### config.mk
export PLATFORM = sky130hd
export DESIGN_NAME = bulls_cows_top
export DESIGN_NICKNAME = d
export VERILOG_FILES = /design/src/hdl/bulls_cows_pkg.sv /design/src/hdl/bulls_cows_scorer.sv /design/src/hdl/bulls_cows_top.sv /design/src/hdl/guess_entry.sv /design/src/hdl/guess_queue.sv /design/src/hdl/secret_gen.sv
export SDC_FILE = /design/constraint.sdc
export NUM_CORES = 1
export LEC_CHECK = 0
export ABC_AREA = 0
export BUFFER_PORTS_ARGS = -buffer_cell sky130_fd_sc_hd__buf_2
export CORE_UTILIZATION = 55
export DETAILED_ROUTE_END_ITERATION = 7
export GPL_TIMING_DRIVEN = 1
export HOLD_SLACK_MARGIN = 0.03
export PLACE_DENSITY = 0.73
export SLEW_MARGIN = 20
export SYNTH_ARGS = -nofsm -noshare
export SYNTH_HDL_FRONTEND = slang
export SYNTH_HIERARCHICAL = 1
export SYNTH_SLANG_ARGS = --single-unit
### constraint.sdc
create_clock -name clk -period 4.3 [get_ports clk]
set_input_delay 0.86 -clock clk [delete_from_list [all_inputs] [get_ports clk]]
set_output_delay 0.86 -clock clk [all_outputs]
set_load 0.02 [all_outputs]
### src/hdl/bulls_cows_pkg.sv
`default_nettype none

package bulls_cows_pkg;

    // code geometry
    localparam int DIGIT_W    = 4;
    localparam int NUM_DIGITS = 4;
    localparam int POS_W      = $clog2(NUM_DIGITS);

    // random source
    localparam int LFSR_W = 16;

    // guess buffering between entry and scorer
    localparam int QUEUE_DEPTH = 4;
    localparam int QUEUE_PTR_W = $clog2(QUEUE_DEPTH);
    localparam int QUEUE_CNT_W = $clog2(QUEUE_DEPTH + 1);

    // one decimal digit, values above 9 are possible on the button input
    typedef logic [DIGIT_W-1:0] digit_t;

    // digit 3 sits in the high nibble
    typedef digit_t [NUM_DIGITS-1:0] code_t;

    // 0..4 matches
    typedef logic [$clog2(NUM_DIGITS+1)-1:0] count_t;

    typedef struct packed {
        count_t bulls;
        count_t cows;
    } score_t;

    // folding constant for out-of-range nibbles
    localparam digit_t DIGIT_BASE = 4'd10;

    // lfsr start value
    localparam logic [LFSR_W-1:0] LFSR_SEED = 16'hACE1;

endpackage

`default_nettype wire

### src/hdl/bulls_cows_scorer.sv
`timescale 1ns/1ps
`default_nettype none

module bulls_cows_scorer
    import bulls_cows_pkg::*;
(
    input  logic   clk,
    input  logic   reset_onepluse,
    input  logic   round_active,
    input  code_t  secret,
    input  code_t  head,
    input  logic   empty,
    output logic   pop,
    output score_t score,
    output logic   score_valid,
    output logic   win
);

    code_t            guess;
    logic             busy;
    logic [POS_W-1:0] pos;
    score_t           acc;
    score_t           acc_next;
    logic             bull_hit;
    logic             cow_hit;
    logic             last_pos;

    // no new guess in the cycle that ends the round
    assign pop = round_active && !busy && !empty && !win;

    assign win = score_valid && (score.bulls == count_t'(NUM_DIGITS));

    assign last_pos = busy && (pos == '0);

    // one secret position per cycle
    always_comb begin
        bull_hit = (secret[pos] == guess[pos]);
        cow_hit  = 1'b0;
        for (int j = 0; j < NUM_DIGITS; j++) begin
            // cow if the secret digit shows up at another guess position
            if ((j != int'(pos)) && (secret[pos] == guess[j])) begin
                cow_hit = 1'b1;
            end
        end
        acc_next.bulls = acc.bulls + count_t'(bull_hit);
        acc_next.cows  = acc.cows + count_t'(cow_hit);
    end

    // sequencing, abandoned as soon as the round closes
    always_ff @(posedge clk) begin
        if (reset_onepluse || !round_active) begin
            busy        <= 1'b0;
            pos         <= '0;
            score_valid <= 1'b0;
        end else begin
            score_valid <= 1'b0;
            if (pop) begin
                busy <= 1'b1;
                pos  <= POS_W'(NUM_DIGITS - 1);
            end else if (last_pos) begin
                busy        <= 1'b0;
                score_valid <= 1'b1;
            end else if (busy) begin
                pos <= pos - 1'b1;
            end
        end
    end

    // popped guess and running totals
    always_ff @(posedge clk) begin
        if (pop) begin
            guess <= head;
            acc   <= '0;
        end else if (busy) begin
            acc <= acc_next;
        end
    end

    // result stays until the next guess is finished
    always_ff @(posedge clk) begin
        if (reset_onepluse) begin
            score <= '0;
        end else if (last_pos && round_active) begin
            score <= acc_next;
        end
    end

endmodule

`default_nettype wire

### src/hdl/bulls_cows_top.sv
`timescale 1ns/1ps
`default_nettype none

module bulls_cows_top
    import bulls_cows_pkg::*;
(
    input  logic   clk,
    input  logic   reset_onepluse,
    input  logic   start,
    input  logic   enter,
    input  digit_t button,
    output logic   round_active,
    output code_t  secret,
    output score_t score,
    output logic   score_valid,
    output logic   win
);

    logic  push;
    code_t push_guess;
    logic  full;
    logic  pop;
    code_t head;
    logic  empty;

    secret_gen secret_gen_i (
        .clk            (clk),
        .reset_onepluse (reset_onepluse),
        .start          (start),
        .win            (win),
        .round_active   (round_active),
        .secret         (secret)
    );

    // producer
    guess_entry guess_entry_i (
        .clk            (clk),
        .reset_onepluse (reset_onepluse),
        .round_active   (round_active),
        .enter          (enter),
        .button         (button),
        .full           (full),
        .push           (push),
        .push_guess     (push_guess)
    );

    guess_queue guess_queue_i (
        .clk            (clk),
        .reset_onepluse (reset_onepluse),
        .round_active   (round_active),
        .push           (push),
        .push_guess     (push_guess),
        .pop            (pop),
        .head           (head),
        .empty          (empty),
        .full           (full)
    );

    // consumer
    bulls_cows_scorer bulls_cows_scorer_i (
        .clk            (clk),
        .reset_onepluse (reset_onepluse),
        .round_active   (round_active),
        .secret         (secret),
        .head           (head),
        .empty          (empty),
        .pop            (pop),
        .score          (score),
        .score_valid    (score_valid),
        .win            (win)
    );

endmodule

`default_nettype wire

### src/hdl/guess_entry.sv
`timescale 1ns/1ps
`default_nettype none

module guess_entry
    import bulls_cows_pkg::*;
(
    input  logic   clk,
    input  logic   reset_onepluse,
    input  logic   round_active,
    input  logic   enter,
    input  digit_t button,
    input  logic   full,
    output logic   push,
    output code_t  push_guess
);

    count_t digit_cnt;
    code_t  guess;
    logic   waiting;
    logic   take_digit;

    // four digits collected, guess is parked until the queue has room
    assign waiting = (digit_cnt == count_t'(NUM_DIGITS));

    // enters while parked are dropped
    assign take_digit = round_active && enter && !waiting;

    // handed over in the first cycle with room
    assign push = round_active && waiting && !full;

    assign push_guess = guess;

    always_ff @(posedge clk) begin
        if (reset_onepluse || !round_active) begin
            digit_cnt <= '0;
        end else if (push) begin
            // queue took it, start the next guess
            digit_cnt <= '0;
        end else if (take_digit) begin
            digit_cnt <= digit_cnt + 1'b1;
        end
    end

    // new digit enters at the low end, first digit ends up as digit 3
    always_ff @(posedge clk) begin
        if (take_digit) begin
            guess <= {guess[NUM_DIGITS-2:0], button};
        end
    end

endmodule

`default_nettype wire

### src/hdl/guess_queue.sv
`timescale 1ns/1ps
`default_nettype none

module guess_queue
    import bulls_cows_pkg::*;
(
    input  logic  clk,
    input  logic  reset_onepluse,
    input  logic  round_active,
    input  logic  push,
    input  code_t push_guess,
    input  logic  pop,
    output code_t head,
    output logic  empty,
    output logic  full
);

    code_t                  mem [QUEUE_DEPTH];
    logic [QUEUE_PTR_W-1:0] wr_ptr;
    logic [QUEUE_PTR_W-1:0] rd_ptr;
    logic [QUEUE_CNT_W-1:0] occupancy;

    function automatic logic [QUEUE_PTR_W-1:0] ptr_next(input logic [QUEUE_PTR_W-1:0] ptr);
        if (ptr == QUEUE_PTR_W'(QUEUE_DEPTH - 1)) begin
            return '0;
        end
        return ptr + 1'b1;
    endfunction

    assign empty = (occupancy == '0);
    assign full  = (occupancy == QUEUE_CNT_W'(QUEUE_DEPTH));
    assign head  = mem[rd_ptr];

    // pointers and count, flushed between rounds
    always_ff @(posedge clk) begin
        if (reset_onepluse || !round_active) begin
            wr_ptr    <= '0;
            rd_ptr    <= '0;
            occupancy <= '0;
        end else begin
            if (push) begin
                wr_ptr <= ptr_next(wr_ptr);
            end
            if (pop) begin
                rd_ptr <= ptr_next(rd_ptr);
            end
            case ({push, pop})
                2'b10:   occupancy <= occupancy + 1'b1;
                2'b01:   occupancy <= occupancy - 1'b1;
                default: occupancy <= occupancy;
            endcase
        end
    end

    always_ff @(posedge clk) begin
        if (push) begin
            mem[wr_ptr] <= push_guess;
        end
    end

endmodule

`default_nettype wire

### src/hdl/secret_gen.sv
`timescale 1ns/1ps
`default_nettype none

module secret_gen
    import bulls_cows_pkg::*;
(
    input  logic  clk,
    input  logic  reset_onepluse,
    input  logic  start,
    input  logic  win,
    output logic  round_active,
    output code_t secret
);

    logic [LFSR_W-1:0] lfsr;
    logic [LFSR_W-1:0] lfsr_next;
    code_t             raw;
    code_t             folded;
    code_t             candidate;
    logic              distinct;
    logic              open_round;

    // low bit fed back into the upper taps on a right shift
    assign lfsr_next = {lfsr[0],
                        lfsr[15] ^ lfsr[0],
                        lfsr[14] ^ lfsr[0],
                        lfsr[13] ^ lfsr[0],
                        lfsr[12],
                        lfsr[11] ^ lfsr[0],
                        lfsr[10:1]};

    always_ff @(posedge clk) begin
        if (reset_onepluse) begin
            lfsr <= LFSR_SEED;
        end else begin
            lfsr <= lfsr_next;
        end
    end

    assign raw = lfsr;

    // fold each nibble into 0..9, then check pairwise distinct
    always_comb begin
        distinct = 1'b1;
        for (int i = 0; i < NUM_DIGITS; i++) begin
            if (raw[i] >= DIGIT_BASE) begin
                folded[i] = raw[i] - DIGIT_BASE;
            end else begin
                folded[i] = raw[i];
            end
        end
        for (int i = 0; i < NUM_DIGITS; i++) begin
            for (int j = i + 1; j < NUM_DIGITS; j++) begin
                if (folded[i] == folded[j]) begin
                    distinct = 1'b0;
                end
            end
        end
    end

    // latest usable code, refreshed only on a distinct fold
    always_ff @(posedge clk) begin
        if (distinct) begin
            candidate <= folded;
        end
    end

    // a start during a round is ignored
    assign open_round = start && !round_active;

    always_ff @(posedge clk) begin
        if (reset_onepluse) begin
            round_active <= 1'b0;
        end else if (round_active && win) begin
            round_active <= 1'b0;
        end else if (open_round) begin
            round_active <= 1'b1;
        end
    end

    // secret only moves between rounds
    always_ff @(posedge clk) begin
        if (open_round) begin
            secret <= candidate;
        end
    end

endmodule

`default_nettype wire

==> metrics.md, run 1 <==
| Metric | Value |
|---|---|
| Die X | 116 µm |
| Routability cong. | 0.820 |
| Initial antenna violation count | 0 |
| Area of the multi-input gates | around 2200 µm² |
| Tot GR Track Use | 0.188 |
| Non-filler cells, final | around 680 |
| Critical path class | register to register |
| Hold-fix buffers, CTS | 0 |
| Syn avg cell area | 15.6 µm² |
| Ys async rst share | 0 |
| Largest net degree at the start of global routing | 28 |
| Mapped cell area | 7090 µm² |
| WP data arrival | around 3.4 ns |
| WL final | 11.4 mm |
| Via-to-Cell Ratio | 5.32 |
| Fin crit period | 3.04 ns |
| Port Buffers | 32 |
| Worst VDD drop | 277 µV |
| Lkg Pwr | 2.77 nW |
| Cells after DPL | 649 |
| Number of DRC markers in iteration 0 | ~200 |
| Die area | about 13000 µm² |
| Outcome | complete, no violations |
| CTS tree | built |
| CTS Sinks | 173 |
| Clock-pin transition on the worst setup and hold timing paths | approximately 0.060 ns |
| Drt first pass iters | 4 |
| Share of cells above drive strength 1 | 0.181 |
| Setup bufs post-CTS | 0 |
| Antenna Nets Post-Route | 0 |
| Area grow syn2layout | 12.3% |
| Crit path max fanout | 12 |
| Routed via count | 3620 |
| Worst path slowest cell | dfxtp_1 |
| DRC errors left | 0 |
| Core Area | 12600 µm² |
| Skew-Pair Late Insertion Delay | 0.42 ns |
| F_max | between 300 and 400 MHz |
| Final setup viols | 0 |
| Post-Synthesis Cells | 456 |
| Worst setup SP type | register |
| HP Class | register to register |
| Seq/Total Area, Yosys | 0.669 |
| EDFF count, synth | 128 |
| Total Nets Final | 525 |
| Cts repair resizes | 0 |
| Initial Util | 0.562 |
| Half-perimeter wire length after placement | 7.50 mm |
| Max Slew Vio Count | 0 |
| First-pass GRT wire length | approximately 18 mm |
| ANT cells | 0 |
| Worst path max stage delay | 0.70 ns |
| Yosys cell types | 44 |
| I/O pins | 33 |
| Total power | 3.67 mW |
| Routed length per instance | 16.8 µm |
| Worst setup EP type | register |
| Vias in the first global route | between 3000 and 4000 |
| H-tree levels | 4 |
| #FFs+latches synth | between 150 and 200 |
| Storage cell area | between 4000 and 5000 µm² |
| Filler Cell Count | between 900 and 1000 |
| Main synth FF type | edfxtp_1 |
| Setup TNS | 0 ns |
| CTS buffer count | 17 |
| Final period utilization | 0.706 |
| Most frequent cells in the layout | edfxtp_1, dfxtp_1, xnor2_1 |
| RSZ-0062 raised after global routing | false |
| Height of the die | 116 µm |
| Clk root buf | clkbuf_16 |
| Hold Vio Cnt, Final | 0 |
| Worst EP required | 4.63 ns |
| Max Buffers Root-to-Sink | 2 |
| Most common cell after layout, fill and taps aside | edfxtp_1 |
| Max Cap Viol | 0 |
| Max_slew headroom | 0.389 |
| Clock skew | ~0.0057 ns |
| Congestion Overflow GR | 0 |
| Yosys warns | 6 |
| Worst Tran Pin Value | ~0.90 ns |
| Synthesized net count | 485 |
| PwrDens | 461 nW/µm² |
| Rows | slightly above 40 |
| Critical-path cell list | mux4_2 -> xnor2_1 -> nand3_1 -> nor3_1 -> or4_1 -> ha_1 -> ha_1 -> xnor2_1 -> a211oi_1 |
-- final cells by class --
| class | count | share of cell area |
|---|---|---|
| tap | 172 | 0.0270 |
| multi-input combinational | 246 | 0.272 |
| sequential | 173 | 0.596 |
| timing repair buffer | 35 | 0.0229 |
| inverter | 23 | 0.0108 |
| clock inverter | 8 | 0.00644 |
| clock buffer | 24 | 0.0647 |
-- power breakdown --
part	internal, mW	switching, mW
combinational	0.101	0.163
clock	0.842	0.589
sequential	1.92	0.0552
-- registers in the layout, indices dropped and copies added, names as in the netlist, named ones only --
signal,cells
bulls_cows_scorer_i/acc,6
bulls_cows_scorer_i/busy,1
bulls_cows_scorer_i/guess,16
bulls_cows_scorer_i/pos,2
bulls_cows_scorer_i/score,6
bulls_cows_scorer_i/score_valid,1
guess_entry_i/digit_cnt,3
guess_entry_i/push_guess,16
guess_queue_i/mem,64
guess_queue_i/occupancy,3
guess_queue_i/rd_ptr,2
guess_queue_i/wr_ptr,2
secret_gen_i/candidate,16
secret_gen_i/lfsr,16
secret_gen_i/round_active,1
secret_gen_i/secret,16
-- cell usage after synthesis (6+ instances only) --
master	number	area share
edfxtp_1	128	0.54
dfxtp_1	45	0.13
xnor2_1	40	0.049
nor2_1	35	0.019
inv_1	23	0.012
ha_1	20	0.035
a21oi_1	18	0.013
xor2_1	15	0.019
mux4_2	13	0.041
nand2_1	12	0.0063
mux4_1	10	0.037
mux2i_1	8	0.011
a21oi_2	7	0.0086
nand4_1	6	0.0053
nor3_1	6	0.0042
-- metal layers --
metal	routed length, µm	GRT usage	vias up	part of all wire
met5	0	0	-	0
met4	145	0.0840	0	0.013
met3	353	0.0455	11	0.031
met2	5670	0.308	68	0.50
met1	5250	0.240	1782	0.46
li1	-	-	1759	-
-- final timing paths --
path / start / to / slack (ns) / cells after the start
min: secret_gen_i/candidate[4] / secret_gen_i/secret[4] / 0.41 / 0
min reg2reg: secret_gen_i/candidate[4] / secret_gen_i/secret[4] / 0.41 / 0
max: bulls_cows_scorer_i/pos[0] / bulls_cows_scorer_i/score[2] / 1.26 / 9
max reg2reg: bulls_cows_scorer_i/pos[0] / bulls_cows_scorer_i/score[2] / 1.26 / 9
-- logic make-up after synthesis --
kind of cell	synth area share
DFF	0.669
and+or+nand+nor	0.0741
xor gates and xnor gates	0.0679
AOI/OAI and AO/OA	0.0323
buffers and inverters	0.0277
muxes	0.0912
adders and majority gates	0.0381
-- metrics by stage --
step / worst slack [ns] / hold WS (ns) / util / area [µm²]
2_1_floorplan: 0.655 / 0.400 / - / 7090
3_3_place_gp: 1.30 / 0.401 / 0.586 / 7390
3_5_place_dp: 1.23 / 0.406 / 0.586 / 7390
4_1_cts: 1.21 / 0.415 / 0.631 / 7960
5_1_grt: 1.10 / 0.422 / 0.631 / 7970
6_report: 1.26 / 0.414 / 0.631 / 7970
-- critical path, delay by kind of cell, from the launching register on --
family          cells  cell delay (ns)
flops               1             0.70
mux                 1             0.69
simple gates        3             0.65
fa+ha+maj           2             0.41
xor+xnor            2             0.30
compound gates      1             0.22
No activity file was read; power rests on OpenSTA's default activity.
==> run 2, diff against run 1 <==
--- a/config.mk
+++ b/config.mk
@@ -5,13 +5,13 @@
 export SDC_FILE = /design/constraint.sdc
 export NUM_CORES = 1
 export LEC_CHECK = 0
-export ABC_AREA = 0
+export ABC_AREA = 1
 export BUFFER_PORTS_ARGS = -buffer_cell sky130_fd_sc_hd__buf_2
 export CORE_UTILIZATION = 55
 export DETAILED_ROUTE_END_ITERATION = 7
 export GPL_TIMING_DRIVEN = 1
 export HOLD_SLACK_MARGIN = 0.03
-export PLACE_DENSITY = 0.73
+export PLACE_DENSITY = 0.72
 export SLEW_MARGIN = 20
 export SYNTH_ARGS = -nofsm -noshare
 export SYNTH_HDL_FRONTEND = slang
==> constraint.sdc (replaced) <==
create_clock -name clk -period 3.1 [get_ports clk]
set_input_delay 0.62 -clock clk [delete_from_list [all_inputs] [get_ports clk]]
set_output_delay 0.62 -clock clk [all_outputs]
set_load 0.02 [all_outputs]
==> metrics.md, run 2 <==
| Metric | Value |
|---|---|
| Worst setup SP type | register |
| Half-perimeter wire length after placement | 10.5 mm |
| Cells after DPL | between 900 and 1000 |
| RSZ-0062 raised after global routing | false |
| Skew-Pair Late Insertion Delay | 0.44 ns |
| Worst Tran Pin Value | 0.776 ns |
| Antenna Nets Post-Route | 0 |
| Main area contributors after synthesis | edfxtp_1, dfxtp_1, nand2_1 |
| Main synth FF type | edfxtp_1 |
| Synthesized net count | between 700 and 800 |
| Yosys warns | 6 |
| Largest register by flop count | guess_queue_i/mem |
| Hold Vio Cnt, Final | 0 |
| H-tree levels | 4 |
| Congestion Overflow GR | 0 |
| Clock skew | 0.00572 ns |
| Lkg Pwr | approximately 3.4 nW |
| Core Area | 13300 µm² |
| Rows | 42 |
| Critical path origin | bulls_cows_scorer_i/pos[0] |
| PwrDens | 604 nW/µm² |
| Most common cell after layout, fill and taps aside | nand2_1 |
| Routed via count | 5151 |
| Worst VDD drop | between 300 and 400 µV |
| Die area | 14200 µm² |
| Cts repair resizes | 0 |
| Total power | ~5 mW |
| Via-to-Cell Ratio | approximately 5.4 |
| Synth top cells by count | nand2_1, edfxtp_1, nor2_1 |
| Yosys cell types | 38 |
| Most frequent cell after synthesis | nand2_1 |
| Routed length per instance | between 15 and 20 µm |
| Post-Synthesis Cells | 724 |
| Top-area cell type share of the netlist area | 0.510 |
| Max Slew Vio Count | 0 |
| Fin crit period | 2.69 ns |
| Hold-fix buffers, CTS | 0 |
| Initial Util | 0.567 |
| WL final | 15.1 mm |
| Worst setup EP type | register |
| Initial antenna violation count | 0 |
| EDFF count, synth | 128 |
| Share of cells above drive strength 1 | 0.167 |
| HP Class | primary input to register |
| Clock-pin transition on the worst setup and hold timing paths | 0.06 ns |
| CTS tree | built |
| Port Buffers | 32 |
| Fin util | 0.634 |
| Setup bufs post-CTS | 0 |
| Height of the die | 119 µm |
| I/O pins | 33 |
| Final setup viols | 0 |
| Max Buffers Root-to-Sink | 2 |
| Outcome | complete, no violations |
| Vias in the first global route | roughly 4900 |
| Clk root buf | clkbuf_16 |
| WP data arrival | 3.02 ns |
| Critical path class | register to register |
| Setup TNS | 0 ns |
| F_max | 372 MHz |
| Origin of the worst min-delay path | button[1] |
| CTS buffer count | 17 |
| Final period utilization | 0.866 |
| Max_slew headroom | 0.482 |
| Seq/Total Area, Yosys | 0.630 |
| Total Nets Final | approximately 800 |
| Tot GR Track Use | 0.230 |
| Max reg flops | 64 |
| Hold Slack | 0.354 ns |
| Number of DRC markers in iteration 0 | ~360 |
| Largest net degree at the start of global routing | 33 |
| DRC errors left | 0 |
| Reg-to-Reg Start | bulls_cows_scorer_i/pos[0] |
| Mapped cell area | 7530 µm² |
| #FFs+latches synth | 173 |
| CTS Sinks | 173 |
| ANT cells | 0 |
| First-pass GRT wire length | ~24 mm |
| Drt first pass iters | 5 |
| Area grow syn2layout | 11.9% |
| Largest area contributor in the netlist | edfxtp_1 |
| Routability cong. | 0.899 |
| Max Cap Viol | 0 |
| Ys async rst share | 0 |
| Crit path max fanout | 16 |
| Syn avg cell area | 10.4 µm² |
| Most frequent cells in the layout | nand2_1, edfxtp_1, nor2_1 |
| Non-filler cells, final | 956 |
| Die X | 119 µm |
| Worst EP required | 3.43 ns |
## run 2: changes by cell type after synthesis, moves of 22 or more
cell     before  now
nand2_1      12  160
nor2_1       35   85
xnor2_1      40    7
o21ai_1       4   36
inv_1        23   54
nand3_1       5   27
## run 2: power by group
group          internal, mW  leakage, nW  switching, mW  total (mW)
registers              2.63         1.55         0.0684        2.69
logic                 0.123         1.62          0.261       0.384
clock network          1.11        0.266          0.900        2.01
total                  3.86         3.43           1.23        5.09
## run 2: cells by family (layout without fill, tap and decap cells)
family	Yosys count	after routing	synth area share
and+or+nand+nor	322	322	0.193
DFF	173	173	0.630
AOI/OAI and AO/OA	106	106	0.0756
buffers and inverters	89	145	0.0506
adders and majority gates	21	21	0.0359
xor gates and xnor gates	13	13	0.0151
## run 2: through the flow
step / setup WS (ns) / cell area, µm²
4_1_cts: 0.431 / 8430
3_5_place_dp: 0.414 / 7870
5_1_grt: 0.118 / 8430
3_3_place_gp: 0.544 / 7870
6_report: 0.415 / 8430
2_1_floorplan: 0.742 / 7530
## run 2: area by class of cell
type | count | area [µm²]
timing repair buffer | 39 | 213
inverter | 74 | 283
tap | 176 | 220
sequential | 173 | 4740
fill | 1011 | 4860
clock inverter | 15 | 140
clock buffer | 17 | 425
multi-input combinational | 462 | 2410
## run 2: worst max-delay path: stages (launching register included)
cell	delay [ns]
dfxtp_1	0.69
inv_2	0.29
nand2_1	0.15
nand3_2	0.11
nand2_2	0.15
nand2_1	0.07
o211ai_1	0.08
nor2_1	0.07
nor2_1	0.10
nand2_1	0.08
ha_1	0.18
ha_1	0.18
xor2_1	0.14
inv_1	0.07
nand2_1	0.05
o211ai_1	0.10
inv_1	0.05
## run 2: worst paths after layout
kind | to | slack [ns] | depth (start not counted)
worst max-delay path | bulls_cows_scorer_i/acc[2] | 0.41 | 16
worst max register to register | bulls_cows_scorer_i/acc[2] | 0.41 | 16
worst min-delay path | guess_entry_i/push_guess[1] | 0.35 | 1
worst min register to register | secret_gen_i/secret[9] | 0.42 | 0
## run 2: per-layer routing
metal,GRT usage,share of wire,up-vias
li1,-,-,2521
met1,0.286,0.42,2461
met2,0.384,0.51,143
met3,0.0536,0.049,26
met4,0.0981,0.020,0
met5,0,0,-
==> run 3, diff against run 2 <==
--- a/config.mk
+++ b/config.mk
@@ -7,11 +7,13 @@
 export LEC_CHECK = 0
 export ABC_AREA = 1
 export BUFFER_PORTS_ARGS = -buffer_cell sky130_fd_sc_hd__buf_2
-export CORE_UTILIZATION = 55
+export CELL_PAD_IN_SITES_DETAIL_PLACEMENT = 0
+export CELL_PAD_IN_SITES_GLOBAL_PLACEMENT = 2
+export CORE_UTILIZATION = 41
 export DETAILED_ROUTE_END_ITERATION = 7
 export GPL_TIMING_DRIVEN = 1
-export HOLD_SLACK_MARGIN = 0.03
-export PLACE_DENSITY = 0.72
+export HOLD_SLACK_MARGIN = 0.15
+export PLACE_DENSITY_LB_ADDON = 0.1
 export SLEW_MARGIN = 20
 export SYNTH_ARGS = -nofsm -noshare
 export SYNTH_HDL_FRONTEND = slang
==> metrics.md, run 3 (synthesis results as in run 2) <==
| Metric | Value |
|---|---|
| Cell area after layout | 8560 µm² |
| Largest net degree at the start of global routing | 34 |
| Routability cong. | 0.833 |
| Share of cells above drive strength 1 | 0.170 |
| Worst setup SP type | register |
| I/O pins | 33 |
| Antenna Nets Post-Route | 0 |
| Die X | between 100 and 150 µm |
| Skew-Pair Late Insertion Delay | 0.42 ns |
| Initial Util | 0.419 |
| Congestion Overflow GR | 0 |
| Height of the die | 138 µm |
| WL final | 15.8 mm |
| First-pass GRT wire length | 25.4 mm |
| Max_slew headroom | 0.468 |
| Clock-pin transition on the worst setup and hold timing paths | 0.07 ns |
| Setup bufs post-CTS | 0 |
| Initial antenna violation count | 0 |
| M1 wire length | between 7 and 8 mm |
| Max reg flops | between 60 and 70 |
| Worst EP required | 3.42 ns |
| CTS tree | built |
| Most frequent cells in the layout | nand2_1, edfxtp_1, nor2_1 |
| Half-perimeter wire length after placement | 11.0 mm |
| Crit path max fanout | 17 |
| Routed wl met2 | around 7.3 mm |
| Worst Tran Pin Value | between 0.7 and 0.8 ns |
| Hold-fix buffers, CTS | 0 |
| Filler Cell Count | 1673 |
| Cts repair resizes | 0 |
| Tot GR Track Use | 0.184 |
| Max Buffers Root-to-Sink | 2 |
| Clk root buf | clkbuf_16 |
| RSZ-0062 raised after global routing | false |
| Via-to-Cell Ratio | 4.88 |
| Routed length per instance | 15.6 µm |
| PwrDens | 610 nW/µm² |
| Area grow syn2layout | 13.6% |
| Rows | 49 |
| Drt first pass iters | 4 |
| Hold Vio Cnt, Final | 0 |
| Lkg Pwr | about 3.5 nW |
| ANT cells | 0 |
| Top Metal Used | met4 |
| Max Slew Vio Count | 0 |
| Largest register by flop count | guess_queue_i/mem |
| Clock skew | 0.0120 ns |
| CTS Sinks | 173 |
| Core Area | 18000 µm² |
| Vias in the first global route | 4839 |
| Final setup viols | 0 |
| CTS buffer count | 17 |
| Worst VDD drop | 432 µV |
| WP data arrival | roughly 2.9 ns |
| Die area | 18900 µm² |
| DP Area | roughly 7900 µm² |
| Hold Slack | 0.363 ns |
| DRC errors left | 0 |
| Fin crit period | around 2.5 ns |
| H-tree levels | 4 |
| DR WL met3 | 472 µm |
| Cells after DPL | 978 |
| Worst setup EP type | register |
| F_max | roughly 390 MHz |
| Placement Setup Slack | 0.567 ns |
| Port Buffers | 32 |
| Number of DRC markers in iteration 0 | 243 |
| Non-filler cells, final | just over 1000 |
| Critical path class | register to register |
| Setup TNS | 0 ns |
| Most common cell after layout, fill and taps aside | nand2_1 |
| Outcome | complete, no violations |
| Setup ws final | ~0.57 ns |
| Total Nets Final | 797 |
| Routed via count | 4924 |
| HP Class | primary input to register |
| Final period utilization | 0.817 |
| Max Cap Viol | 0 |
-- run 3: changes by cell type in the layout (fill, tap and decap cells not counted), sizes merged --
cell	change
clkinv	+2
clkinvlp	-4
buf	+1
inv	+2
-- run 3: through the flow --
step           utilization  power [mW]
2_1_floorplan            -        3.00
3_3_place_gp         0.442        3.13
3_5_place_dp         0.442        3.13
4_1_cts              0.476        5.27
5_1_grt              0.476        5.42
6_report             0.476        5.22
-- run 3: critical path, cell delays in order (launching register included) --
cell and delay [ns]:
dfxtp_1 0.49, buf_4 0.29, nand2_1 0.09, nand3_2 0.11
nand2_2 0.11, or2_0 0.21, nand3_1 0.08, nor2_1 0.04
nor2_1 0.09, nand2_1 0.12, ha_1 0.21, ha_1 0.18
xor2_1 0.14, inv_1 0.07, nand2_1 0.05, o211ai_1 0.10
inv_1 0.05
-- run 3: where the power goes --
part | total [mW] | switching [mW] | internal (mW)
Combinational | 0.384 | 0.260 | 0.124
Clock | 2.14 | 0.976 | 1.16
Sequential | 2.69 | 0.0693 | 2.62
Total | 5.22 | 1.31 | 3.91
-- run 3: routing by layer --
layer  global-route usage  vias up
li1                     -     2521
met1                0.241     2298
met3               0.0320       25
met4               0.0684        0
met5                    0        -
met2                0.303       80
-- run 3: worst paths after layout --
kind                                                 start                           to  slack [ns]  cells past startpoint
worst min-delay path                             button[1]  guess_entry_i/push_guess[1]        0.36                      1
worst max-delay path            bulls_cows_scorer_i/pos[0]   bulls_cows_scorer_i/acc[2]        0.57                     16
worst min register to register   secret_gen_i/candidate[9]       secret_gen_i/secret[9]        0.42                      0
worst max register to register  bulls_cows_scorer_i/pos[0]   bulls_cows_scorer_i/acc[2]        0.57                     16
-- run 3: cell type report --
type / count / area [µm²] / area share
Tap cell: 229 / 287 / 0.0335
Sequential cell: 173 / 4740 / 0.554
Inverter: 74 / 283 / 0.0330
Clock inverter: 15 / 189 / 0.0221
Clock buffer: 17 / 425 / 0.0497
Multi-Input combinational cell: 462 / 2410 / 0.281
Timing Repair Buffer: 40 / 220 / 0.0257
